[config.mk]
export PLATFORM = sky130hd
export DESIGN_NAME = decode_stage
export DESIGN_NICKNAME = d
export VERILOG_FILES = /design/src/verilog/decode_pkg.sv /design/src/verilog/decode_out_reg.sv /design/src/verilog/decode_stage.sv /design/src/verilog/fetch_entry_reg.sv /design/src/verilog/inst_decoder.sv
export VERILOG_INCLUDE_DIRS = /design/src /design/src/verilog
export SDC_FILE = /design/constraint.sdc
export NUM_CORES = 1
export LEC_CHECK = 0
export ABC_CLOCK_PERIOD_IN_PS = 2500
export BUFFER_PORTS_ARGS = -buffer_cell sky130_fd_sc_hd__buf_2
export CAP_MARGIN = 25
export CORE_ASPECT_RATIO = 0.9
export CORE_MARGIN = 3
export CORE_UTILIZATION = 31
export DETAILED_ROUTE_END_ITERATION = 10
export GPL_TIMING_DRIVEN = 0
export PLACE_DENSITY_LB_ADDON = 0.1
export RECOVER_POWER = 100
export SKIP_CTS_REPAIR_TIMING = 1
export SYNTH_ARGS = -nofsm -noshare
export SYNTH_HDL_FRONTEND = slang
export SYNTH_SLANG_ARGS = --single-unit
[constraint.sdc]
create_clock -name clk -period 2.5 [get_ports clk]
set_clock_uncertainty 0.05 [all_clocks]
set_input_delay 0.5 -clock clk [delete_from_list [all_inputs] [get_ports clk]]
set_output_delay 0.5 -clock clk [all_outputs]
set_load 0.02 [all_outputs]
[src/verilog/decode_defines.svh]
`ifndef DECODE_DEFINES_SVH
`define DECODE_DEFINES_SVH

// datapath widths
`define INST_W      32
`define REG_ADDR_W  5
`define IMM_W       16

// exception codes, cause register encoding
`define EXC_CODE_W  5
`define EXC_INT     5'd0
`define EXC_SYS     5'd8
`define EXC_BP      5'd9
`define EXC_RI      5'd10

`endif

[src/verilog/decode_pkg.sv]
`include "decode_defines.svh"

package decode_pkg;

    // major opcode field, inst[31:26]
    typedef enum logic [5:0] {
        OP_SPECIAL = 6'h00,
        OP_J       = 6'h02,
        OP_JAL     = 6'h03,
        OP_BEQ     = 6'h04,
        OP_BNE     = 6'h05,
        OP_ADDIU   = 6'h09,
        OP_SLTI    = 6'h0a,
        OP_SLTIU   = 6'h0b,
        OP_ANDI    = 6'h0c,
        OP_ORI     = 6'h0d,
        OP_XORI    = 6'h0e,
        OP_LUI     = 6'h0f,
        OP_LW      = 6'h23,
        OP_SW      = 6'h2b
    } opcode_e;

    // function field of SPECIAL, inst[5:0]
    typedef enum logic [5:0] {
        FN_SLL     = 6'h00,
        FN_SRL     = 6'h02,
        FN_SRA     = 6'h03,
        FN_JR      = 6'h08,
        FN_SYSCALL = 6'h0c,
        FN_BREAK   = 6'h0d,
        FN_ADDU    = 6'h21,
        FN_SUBU    = 6'h23,
        FN_AND     = 6'h24,
        FN_OR      = 6'h25,
        FN_XOR     = 6'h26,
        FN_NOR     = 6'h27,
        FN_SLT     = 6'h2a,
        FN_SLTU    = 6'h2b
    } funct_e;

    typedef enum logic [3:0] {
        ALU_ADD, ALU_SUB, ALU_SLT, ALU_SLTU, ALU_AND, ALU_NOR,
        ALU_OR, ALU_XOR, ALU_SLL, ALU_SRL, ALU_SRA, ALU_LUI
    } alu_op_e;

    typedef enum logic [2:0] {
        BR_NONE, BR_BEQ, BR_BNE, BR_J, BR_JAL, BR_JR
    } br_kind_e;

    typedef struct packed {
        logic [`INST_W-1:0]     pc;
        logic [`INST_W-1:0]     inst;
        logic                   fetch_ex;
        logic [`EXC_CODE_W-1:0] fetch_excode;
    } fetch_entry_t;

    typedef struct packed {
        alu_op_e                alu_op;
        br_kind_e               br_kind;
        logic                   src1_is_sa;
        logic                   src1_is_pc;
        logic                   src2_is_imm;
        logic                   src2_is_zimm;
        logic                   src2_is_8;
        logic                   res_from_mem;
        logic                   gr_we;
        logic                   mem_we;
        logic [`REG_ADDR_W-1:0] rs1;
        logic [`REG_ADDR_W-1:0] rs2;
        logic [`REG_ADDR_W-1:0] dest;
        logic [`IMM_W-1:0]      imm;
    } decode_ctrl_t;

    typedef struct packed {
        logic [`INST_W-1:0]     pc;
        decode_ctrl_t           ctrl;
        logic                   ex;
        logic [`EXC_CODE_W-1:0] excode;
    } decode_out_t;

endpackage

[src/verilog/decode_out_reg.sv]
`timescale 1ns/1ps
`include "decode_defines.svh"

module decode_out_reg (
    input  logic                     clk,
    input  logic                     rst_n,
    input  logic                     entry_valid,
    input  decode_pkg::fetch_entry_t entry,
    input  logic                     entry_int,
    input  decode_pkg::decode_ctrl_t ctrl,
    input  logic                     inst_undef,
    input  logic                     inst_syscall,
    input  logic                     inst_break,
    output logic                     out_valid,
    output decode_pkg::decode_out_t  out_bus
);

    import decode_pkg::*;

    decode_out_t            next_bus;
    logic                   ex;
    logic [`EXC_CODE_W-1:0] excode;

    // decode-time causes only count on a live entry
    assign ex = entry.fetch_ex
              | ((entry_int | inst_undef | inst_syscall | inst_break) & entry_valid);

    // interrupt wins, then the older fetch fault
    assign excode = entry_int      ? `EXC_INT           :
                    entry.fetch_ex ? entry.fetch_excode :
                    inst_undef     ? `EXC_RI            :
                    inst_syscall   ? `EXC_SYS           :
                    inst_break     ? `EXC_BP            :
                                     '0;

    assign next_bus.pc     = entry.pc;
    assign next_bus.ctrl   = ctrl;
    assign next_bus.ex     = ex;
    assign next_bus.excode = excode;

    always_ff @(posedge clk) begin
        if (!rst_n) begin
            out_valid <= 1'b0;
        end else begin
            out_valid <= entry_valid;
        end
    end

    always_ff @(posedge clk) begin
        if (entry_valid) begin
            out_bus <= next_bus;
        end
    end

endmodule

[src/verilog/decode_stage.sv]
`timescale 1ns/1ps
`include "decode_defines.svh"

module decode_stage (
    input  logic                     clk,
    input  logic                     rst_n,
    input  logic                     in_valid,
    input  decode_pkg::fetch_entry_t in_entry,
    input  logic                     has_int,
    output logic                     out_valid,
    output decode_pkg::decode_out_t  out_bus
);

    import decode_pkg::*;

    logic         entry_valid;
    fetch_entry_t entry;
    logic         entry_int;
    decode_ctrl_t ctrl;
    logic         inst_undef;
    logic         inst_syscall;
    logic         inst_break;

    // stage 1 capture
    fetch_entry_reg u_fetch_entry_reg (
        .clk         (clk),
        .rst_n       (rst_n),
        .in_valid    (in_valid),
        .in_entry    (in_entry),
        .has_int     (has_int),
        .entry_valid (entry_valid),
        .entry       (entry),
        .entry_int   (entry_int)
    );

    inst_decoder u_inst_decoder (
        .entry        (entry),
        .ctrl         (ctrl),
        .inst_undef   (inst_undef),
        .inst_syscall (inst_syscall),
        .inst_break   (inst_break)
    );

    // stage 2 exception resolve and register
    decode_out_reg u_decode_out_reg (
        .clk          (clk),
        .rst_n        (rst_n),
        .entry_valid  (entry_valid),
        .entry        (entry),
        .entry_int    (entry_int),
        .ctrl         (ctrl),
        .inst_undef   (inst_undef),
        .inst_syscall (inst_syscall),
        .inst_break   (inst_break),
        .out_valid    (out_valid),
        .out_bus      (out_bus)
    );

endmodule

[src/verilog/fetch_entry_reg.sv]
`timescale 1ns/1ps
`include "decode_defines.svh"

module fetch_entry_reg (
    input  logic                     clk,
    input  logic                     rst_n,
    input  logic                     in_valid,
    input  decode_pkg::fetch_entry_t in_entry,
    input  logic                     has_int,
    output logic                     entry_valid,
    output decode_pkg::fetch_entry_t entry,
    output logic                     entry_int
);

    // valid strobe, one per fetched entry
    always_ff @(posedge clk) begin
        if (!rst_n) begin
            entry_valid <= 1'b0;
        end else begin
            entry_valid <= in_valid;
        end
    end

    // payload only moves on a valid entry
    // interrupt level is sampled together with the entry
    always_ff @(posedge clk) begin
        if (in_valid) begin
            entry     <= in_entry;
            entry_int <= has_int;
        end
    end

endmodule

[src/verilog/inst_decoder.sv]
`timescale 1ns/1ps
`include "decode_defines.svh"

module inst_decoder (
    input  decode_pkg::fetch_entry_t entry,
    output decode_pkg::decode_ctrl_t ctrl,
    output logic                     inst_undef,
    output logic                     inst_syscall,
    output logic                     inst_break
);

    import decode_pkg::*;

    opcode_e                op;
    funct_e                 func;
    logic [`REG_ADDR_W-1:0] rs, rt, rd, sa;
    logic                   special, rs_zero, sa_zero;

    logic inst_addu, inst_subu, inst_slt, inst_sltu, inst_and, inst_or;
    logic inst_xor, inst_nor, inst_sll, inst_srl, inst_sra, inst_jr;
    logic inst_addiu, inst_slti, inst_sltiu, inst_andi, inst_ori, inst_xori;
    logic inst_lui, inst_lw, inst_sw, inst_beq, inst_bne, inst_j, inst_jal;
    logic alu_reg, alu_imm, dst_is_rt;

    // instruction fields
    assign op      = opcode_e'(entry.inst[31:26]);
    assign rs      = entry.inst[25:21];
    assign rt      = entry.inst[20:16];
    assign rd      = entry.inst[15:11];
    assign sa      = entry.inst[10:6];
    assign func    = funct_e'(entry.inst[5:0]);
    assign special = (op == OP_SPECIAL);
    assign rs_zero = (rs == '0);
    assign sa_zero = (sa == '0);

    // R-type, unused fields must be zero
    assign inst_addu  = special && func == FN_ADDU && sa_zero;
    assign inst_subu  = special && func == FN_SUBU && sa_zero;
    assign inst_slt   = special && func == FN_SLT  && sa_zero;
    assign inst_sltu  = special && func == FN_SLTU && sa_zero;
    assign inst_and   = special && func == FN_AND  && sa_zero;
    assign inst_or    = special && func == FN_OR   && sa_zero;
    assign inst_xor   = special && func == FN_XOR  && sa_zero;
    assign inst_nor   = special && func == FN_NOR  && sa_zero;
    assign inst_sll   = special && func == FN_SLL  && rs_zero;
    assign inst_srl   = special && func == FN_SRL  && rs_zero;
    assign inst_sra   = special && func == FN_SRA  && rs_zero;
    assign inst_jr    = special && func == FN_JR && rt == '0 && rd == '0 && sa_zero;
    // code field of syscall and break is ignored
    assign inst_syscall = special && func == FN_SYSCALL;
    assign inst_break   = special && func == FN_BREAK;

    // I-type and J-type
    assign inst_addiu = (op == OP_ADDIU);
    assign inst_slti  = (op == OP_SLTI);
    assign inst_sltiu = (op == OP_SLTIU);
    assign inst_andi  = (op == OP_ANDI);
    assign inst_ori   = (op == OP_ORI);
    assign inst_xori  = (op == OP_XORI);
    assign inst_lui   = (op == OP_LUI) && rs_zero;
    assign inst_lw    = (op == OP_LW);
    assign inst_sw    = (op == OP_SW);
    assign inst_beq   = (op == OP_BEQ);
    assign inst_bne   = (op == OP_BNE);
    assign inst_j     = (op == OP_J);
    assign inst_jal   = (op == OP_JAL);

    assign alu_reg = inst_addu | inst_subu | inst_slt | inst_sltu | inst_and | inst_or
                   | inst_xor | inst_nor | inst_sll | inst_srl | inst_sra;
    assign alu_imm = inst_addiu | inst_slti | inst_sltiu | inst_andi | inst_ori
                   | inst_xori | inst_lui;

    // anything not listed above is reserved
    assign inst_undef = !(alu_reg | alu_imm | inst_lw | inst_sw | inst_beq | inst_bne
                        | inst_j | inst_jal | inst_jr | inst_syscall | inst_break);

    // addu, addiu, lw, sw, jal and undefined all fall to add
    assign ctrl.alu_op = inst_subu                ? ALU_SUB  :
                         (inst_slt  | inst_slti)  ? ALU_SLT  :
                         (inst_sltu | inst_sltiu) ? ALU_SLTU :
                         (inst_and  | inst_andi)  ? ALU_AND  :
                         inst_nor                 ? ALU_NOR  :
                         (inst_or   | inst_ori)   ? ALU_OR   :
                         (inst_xor  | inst_xori)  ? ALU_XOR  :
                         inst_sll                 ? ALU_SLL  :
                         inst_srl                 ? ALU_SRL  :
                         inst_sra                 ? ALU_SRA  :
                         inst_lui                 ? ALU_LUI  :
                                                    ALU_ADD;

    assign ctrl.br_kind = inst_beq ? BR_BEQ :
                          inst_bne ? BR_BNE :
                          inst_j   ? BR_J   :
                          inst_jal ? BR_JAL :
                          inst_jr  ? BR_JR  :
                                     BR_NONE;

    assign ctrl.src1_is_sa   = inst_sll | inst_srl | inst_sra;
    assign ctrl.src1_is_pc   = inst_jal;
    assign ctrl.src2_is_imm  = inst_addiu | inst_slti | inst_sltiu | inst_lui | inst_lw | inst_sw;
    assign ctrl.src2_is_zimm = inst_andi | inst_ori | inst_xori;
    // link address is pc + 8
    assign ctrl.src2_is_8    = inst_jal;
    assign ctrl.res_from_mem = inst_lw;
    assign ctrl.gr_we        = alu_reg | alu_imm | inst_lw | inst_jal;
    assign ctrl.mem_we       = inst_sw;

    // register addresses
    assign dst_is_rt = alu_imm | inst_lw;
    assign ctrl.rs1  = rs;
    assign ctrl.rs2  = dst_is_rt ? '0 : rt;
    assign ctrl.dest = inst_jal  ? 5'd31 :
                       dst_is_rt ? rt    :
                                   rd;
    assign ctrl.imm  = entry.inst[15:0];

endmodule
==> flow_summary_export.csv <==
group,metric,value,unit
run_status,status,"complete, but fails checks",
run_status,violations_in_the_final_reports,"capacitance limit, slew limit",
sta,max_freq,0.427,GHz
min_path,hold_depth,1,
sta,final-max-slew-violation-count,28,
setup_path,reg2reg_depth,6,
placed_design,place.detailed.instances,683,
drt,detailedRoute.firstIterationViolations,137,
die,num_rows,45,
global_routing,grt_antenna_before_repair,4,
die,initial_core_util,32.0,%
sta,timing.final.crit_share,93.6,%
pwr,leakage,2.53,nW
sta,finalSetupTns,0,ns
placed_design,numPortBuffers,158,
sta,timing.slew.headroom,-15.1,%
setup_path,worstReg2RegEnd,"u_decode_out_reg.out_bus[5]$_DFFE_PP_",
die,pin_count,159,
clocking,cts_buffers,17,
clocking,clock_tree_from_tritoncts,"done",
layout,layout.filler_cells,1654,
die,die_y,132,um
setup_path,r2r_start,"u_fetch_entry_reg.entry[6]$_DFFE_PP_",
global_routing,grt-ovfl-total,0,
global_routing,grt_start_max_net_pins,59,
synthesis,synth_area_per_cell,19.0,sq um
layout,finalNonFillerCells,716,
placed_design,gp_routability_congestion,0.786,
layout,flow.area_growth_from_synthesis,29.4,%
min_path,min_delay_worst_endpoint,"u_fetch_entry_reg.entry[61]$_DFFE_PP_",
die,chipWidth,146,um
synthesis,synth_seq_cells,156,
placed_design,dpl-instance-area,6630,sq um
job,number_of_max_cap_violations,1,
synthesis,post_synth_num_cell_types,46,
setup_path,critical_path.startpoint_type,"register",
sta,max_slew.worst_pin.slew,1.73,ns
clocking,htree_levels,4,
global_routing,grt_first_pass_wirelength,17800,um
drt,ant_nets,0,
drt,wire_per_inst,15.9,um
clocking,cts_root_buffer,"sky130_fd_sc_hd__clkbuf_16",
synthesis,ys_warn_count,0,
placed_design,dpl.hpwl,7910,um
drt,detail_route.first_pass.iterations,4,
sta,rsz0062_at_grt,"no",
drt,drc,0,
pwr,vdd_ir_drop_max,559,uV
min_path,min-delay-path-class,"in2reg",
drt,met2_wirelength,5210,um
clocking,worst_skew_pair.late_latency,0.42,ns
setup_path,worstSetupEndpointType,"register",
setup_path,setup_slack_of_the_worst_register_to_register_path,0.16,ns
global_routing,first_global_vias,3210,
synthesis,total_nets_after_synthesis,362,
setup_path,worstPathMaxFanout,10,
setup_path,worst-setup-path-type,"reg2reg",
drt,wl_met1,4780,um
sta,finalCriticalPeriod,2.34,ns
drt,drt-total-wl,11400,um
setup_path,worst-endpoint-required,2.60,ns
layout,layout.nets,541,
clocking,register_clock_pin_slew_on_the_reported_worst_setup_and_hold_paths,0.06,ns
synthesis,synth_area,5480,sq um
clocking,clock_sink_count,156,
clocking,clk_path_buf_depth,2,
drt,route.vias.total,3085,
layout,post_layout_inst_area,7090,sq um
sta,report.final.hold_viol_count,0,
die,design.die.area,19300,sq um
drt,route.top_layer_used,"met5",
drt,vias_per_cell,4.31,
min_path,hold_path_startpoint,"in_entry[61]",
synthesis,postSynthCellCount,288,
die,coreArea,17100,sq um
synthesis,synth_seq_area_share,85.1,%
setup_path,crit_arrival,2.44,ns
sta,setup_violations,0,
layout,drive_above_1_share,24.6,%
global_routing,global_route.usage.total,12.2,%
sta,final.hold.worst_slack,0.200,ns
drt,wl_met3,1170,um
pwr,powerDensity,867,nW/um^2
## state kept, by name, summed over array words and instances, names as in the netlist
| name | cells |
|---|---|
| u_decode_out_reg.out_valid | 1 |
| u_fetch_entry_reg.entry_int | 1 |
| u_fetch_entry_reg.entry_valid | 1 |
| u_fetch_entry_reg.entry | 70 |
| u_decode_out_reg.out_bus | 83 |
## through the flow
| stage | total power, mW | util [%] | worst slack (ns) |
|---|---|---|---|
| after CTS | 6.28 | 42.2 | 0.0420 |
| after floorplan | 3.48 | - | 0.419 |
| after global routing | 6.41 | 41.4 | 0.0255 |
| after detailed placement | 3.72 | 38.7 | 0.0494 |
| final | 6.15 | 41.4 | 0.160 |
| after global placement | 3.71 | 38.4 | 0.0736 |
## critical path: stages (launching register included)
cell,delay [ns]
sky130_fd_sc_hd__edfxtp_1,0.38
sky130_fd_sc_hd__clkbuf_1,0.27
sky130_fd_sc_hd__nor4_1,0.38
sky130_fd_sc_hd__nand4_1,0.16
sky130_fd_sc_hd__or4_1,0.57
sky130_fd_sc_hd__a21oi_1,0.20
sky130_fd_sc_hd__a211oi_1,0.06
## area by class of cell
cell class	count	area [sq um]	share of cell area (%)
buffer	9	47.5	0.670
inverter	6	22.5	0.318
antenna	1	2.50	0.0353
timing repair buffer	160	721	10.2
sequential	156	4660	65.8
clock buffer	22	484	6.83
multi-input combinational	117	752	10.6
clock inverter	10	105	1.48
tap	235	294	4.15
## report_power, final
group | total [mW] | internal (mW) | switching, mW | leakage, nW
registers | 3.19 | 3.11 | 0.0832 | 1.47
clock network | 2.52 | 1.49 | 1.03 | 0.280
logic | 0.440 | 0.137 | 0.302 | 0.777
## synthesized netlist by cell type, drive strengths merged
library cell,count,area share (%)
xnor2,1,0.16
mux2i,5,0.91
buf,4,0.53
o211a,2,0.37
or2,2,0.23
and2,8,0.91
or4b,2,0.43
nand2b,1,0.11
o2111ai,1,0.16
nand2,17,1.2
or4,2,0.34
o31ai,1,0.14
nor3b,3,0.41
o21a,1,0.14
and3,2,0.23
nor4,9,1.4
a41oi,1,0.16
nor2b,4,0.46
clkbuf,5,0.34
o32ai,1,0.16
edfxtp,154,84
o211ai,1,0.23
and3b,2,0.32
a311o,1,0.18
or3,4,0.46
a211oi,1,0.14
a21oi,8,0.73
a221o,1,0.18
nand3,5,0.46
nor2,12,0.82
o21bai,1,0.14
nand4b,1,0.16
a21boi,1,0.21
inv,6,0.41
nand3b,4,0.55
dfxtp,2,0.73
o21ai,6,0.55
nand4,2,0.23
nor3,4,0.37
## cell usage in the layout, fill, tap and decap left out, types with 6 or more instances in the layout
cell	count
sky130_fd_sc_hd__nor2_1	12
sky130_fd_sc_hd__nand2_1	17
sky130_fd_sc_hd__inv_1	6
sky130_fd_sc_hd__buf_2	72
sky130_fd_sc_hd__clkbuf_16	17
sky130_fd_sc_hd__clkbuf_1	93
sky130_fd_sc_hd__a21oi_1	8
sky130_fd_sc_hd__edfxtp_1	154
sky130_fd_sc_hd__nor4_1	6
## kinds of logic (layout without fill, tap and decap cells)
| family | after synthesis | in the layout | share of synthesized area, % |
|---|---|---|---|
| other cells | 0 | 1 | 0 |
| simple gates | 84 | 84 | 9.06 |
| mux | 5 | 5 | 0.913 |
| buf+inv | 15 | 207 | 1.28 |
| flops | 156 | 156 | 85.1 |
| compound gates | 27 | 27 | 3.47 |
| xor+xnor | 1 | 1 | 0.160 |
## routing by layer
| layer | GRT usage, % | vias up |
|---|---|---|
| met4 | 4.75 | 6 |
| met1 | 14.3 | 1459 |
| met3 | 7.01 | 17 |
| met2 | 18.4 | 116 |
| met5 | 0 | - |
| li1 | - | 1487 |
## how the worst max path moves through the flow
stage                     slack, ns                                   endpoint                                  start
after floorplan                0.42  u_decode_out_reg.out_bus[1]$_SDFFCE_PP0P_  u_fetch_entry_reg.entry[34]$_DFFE_PP_
after global placement         0.07      u_decode_out_reg.out_bus[5]$_DFFE_PP_  u_fetch_entry_reg.entry[33]$_DFFE_PP_
after detailed placement       0.05      u_decode_out_reg.out_bus[5]$_DFFE_PP_  u_fetch_entry_reg.entry[33]$_DFFE_PP_
after CTS                      0.04      u_decode_out_reg.out_bus[5]$_DFFE_PP_  u_fetch_entry_reg.entry[33]$_DFFE_PP_
after global routing           0.03      u_decode_out_reg.out_bus[5]$_DFFE_PP_  u_fetch_entry_reg.entry[33]$_DFFE_PP_
final                          0.16      u_decode_out_reg.out_bus[5]$_DFFE_PP_   u_fetch_entry_reg.entry[6]$_DFFE_PP_
Note: power is estimated with default switching activity, not from simulation.
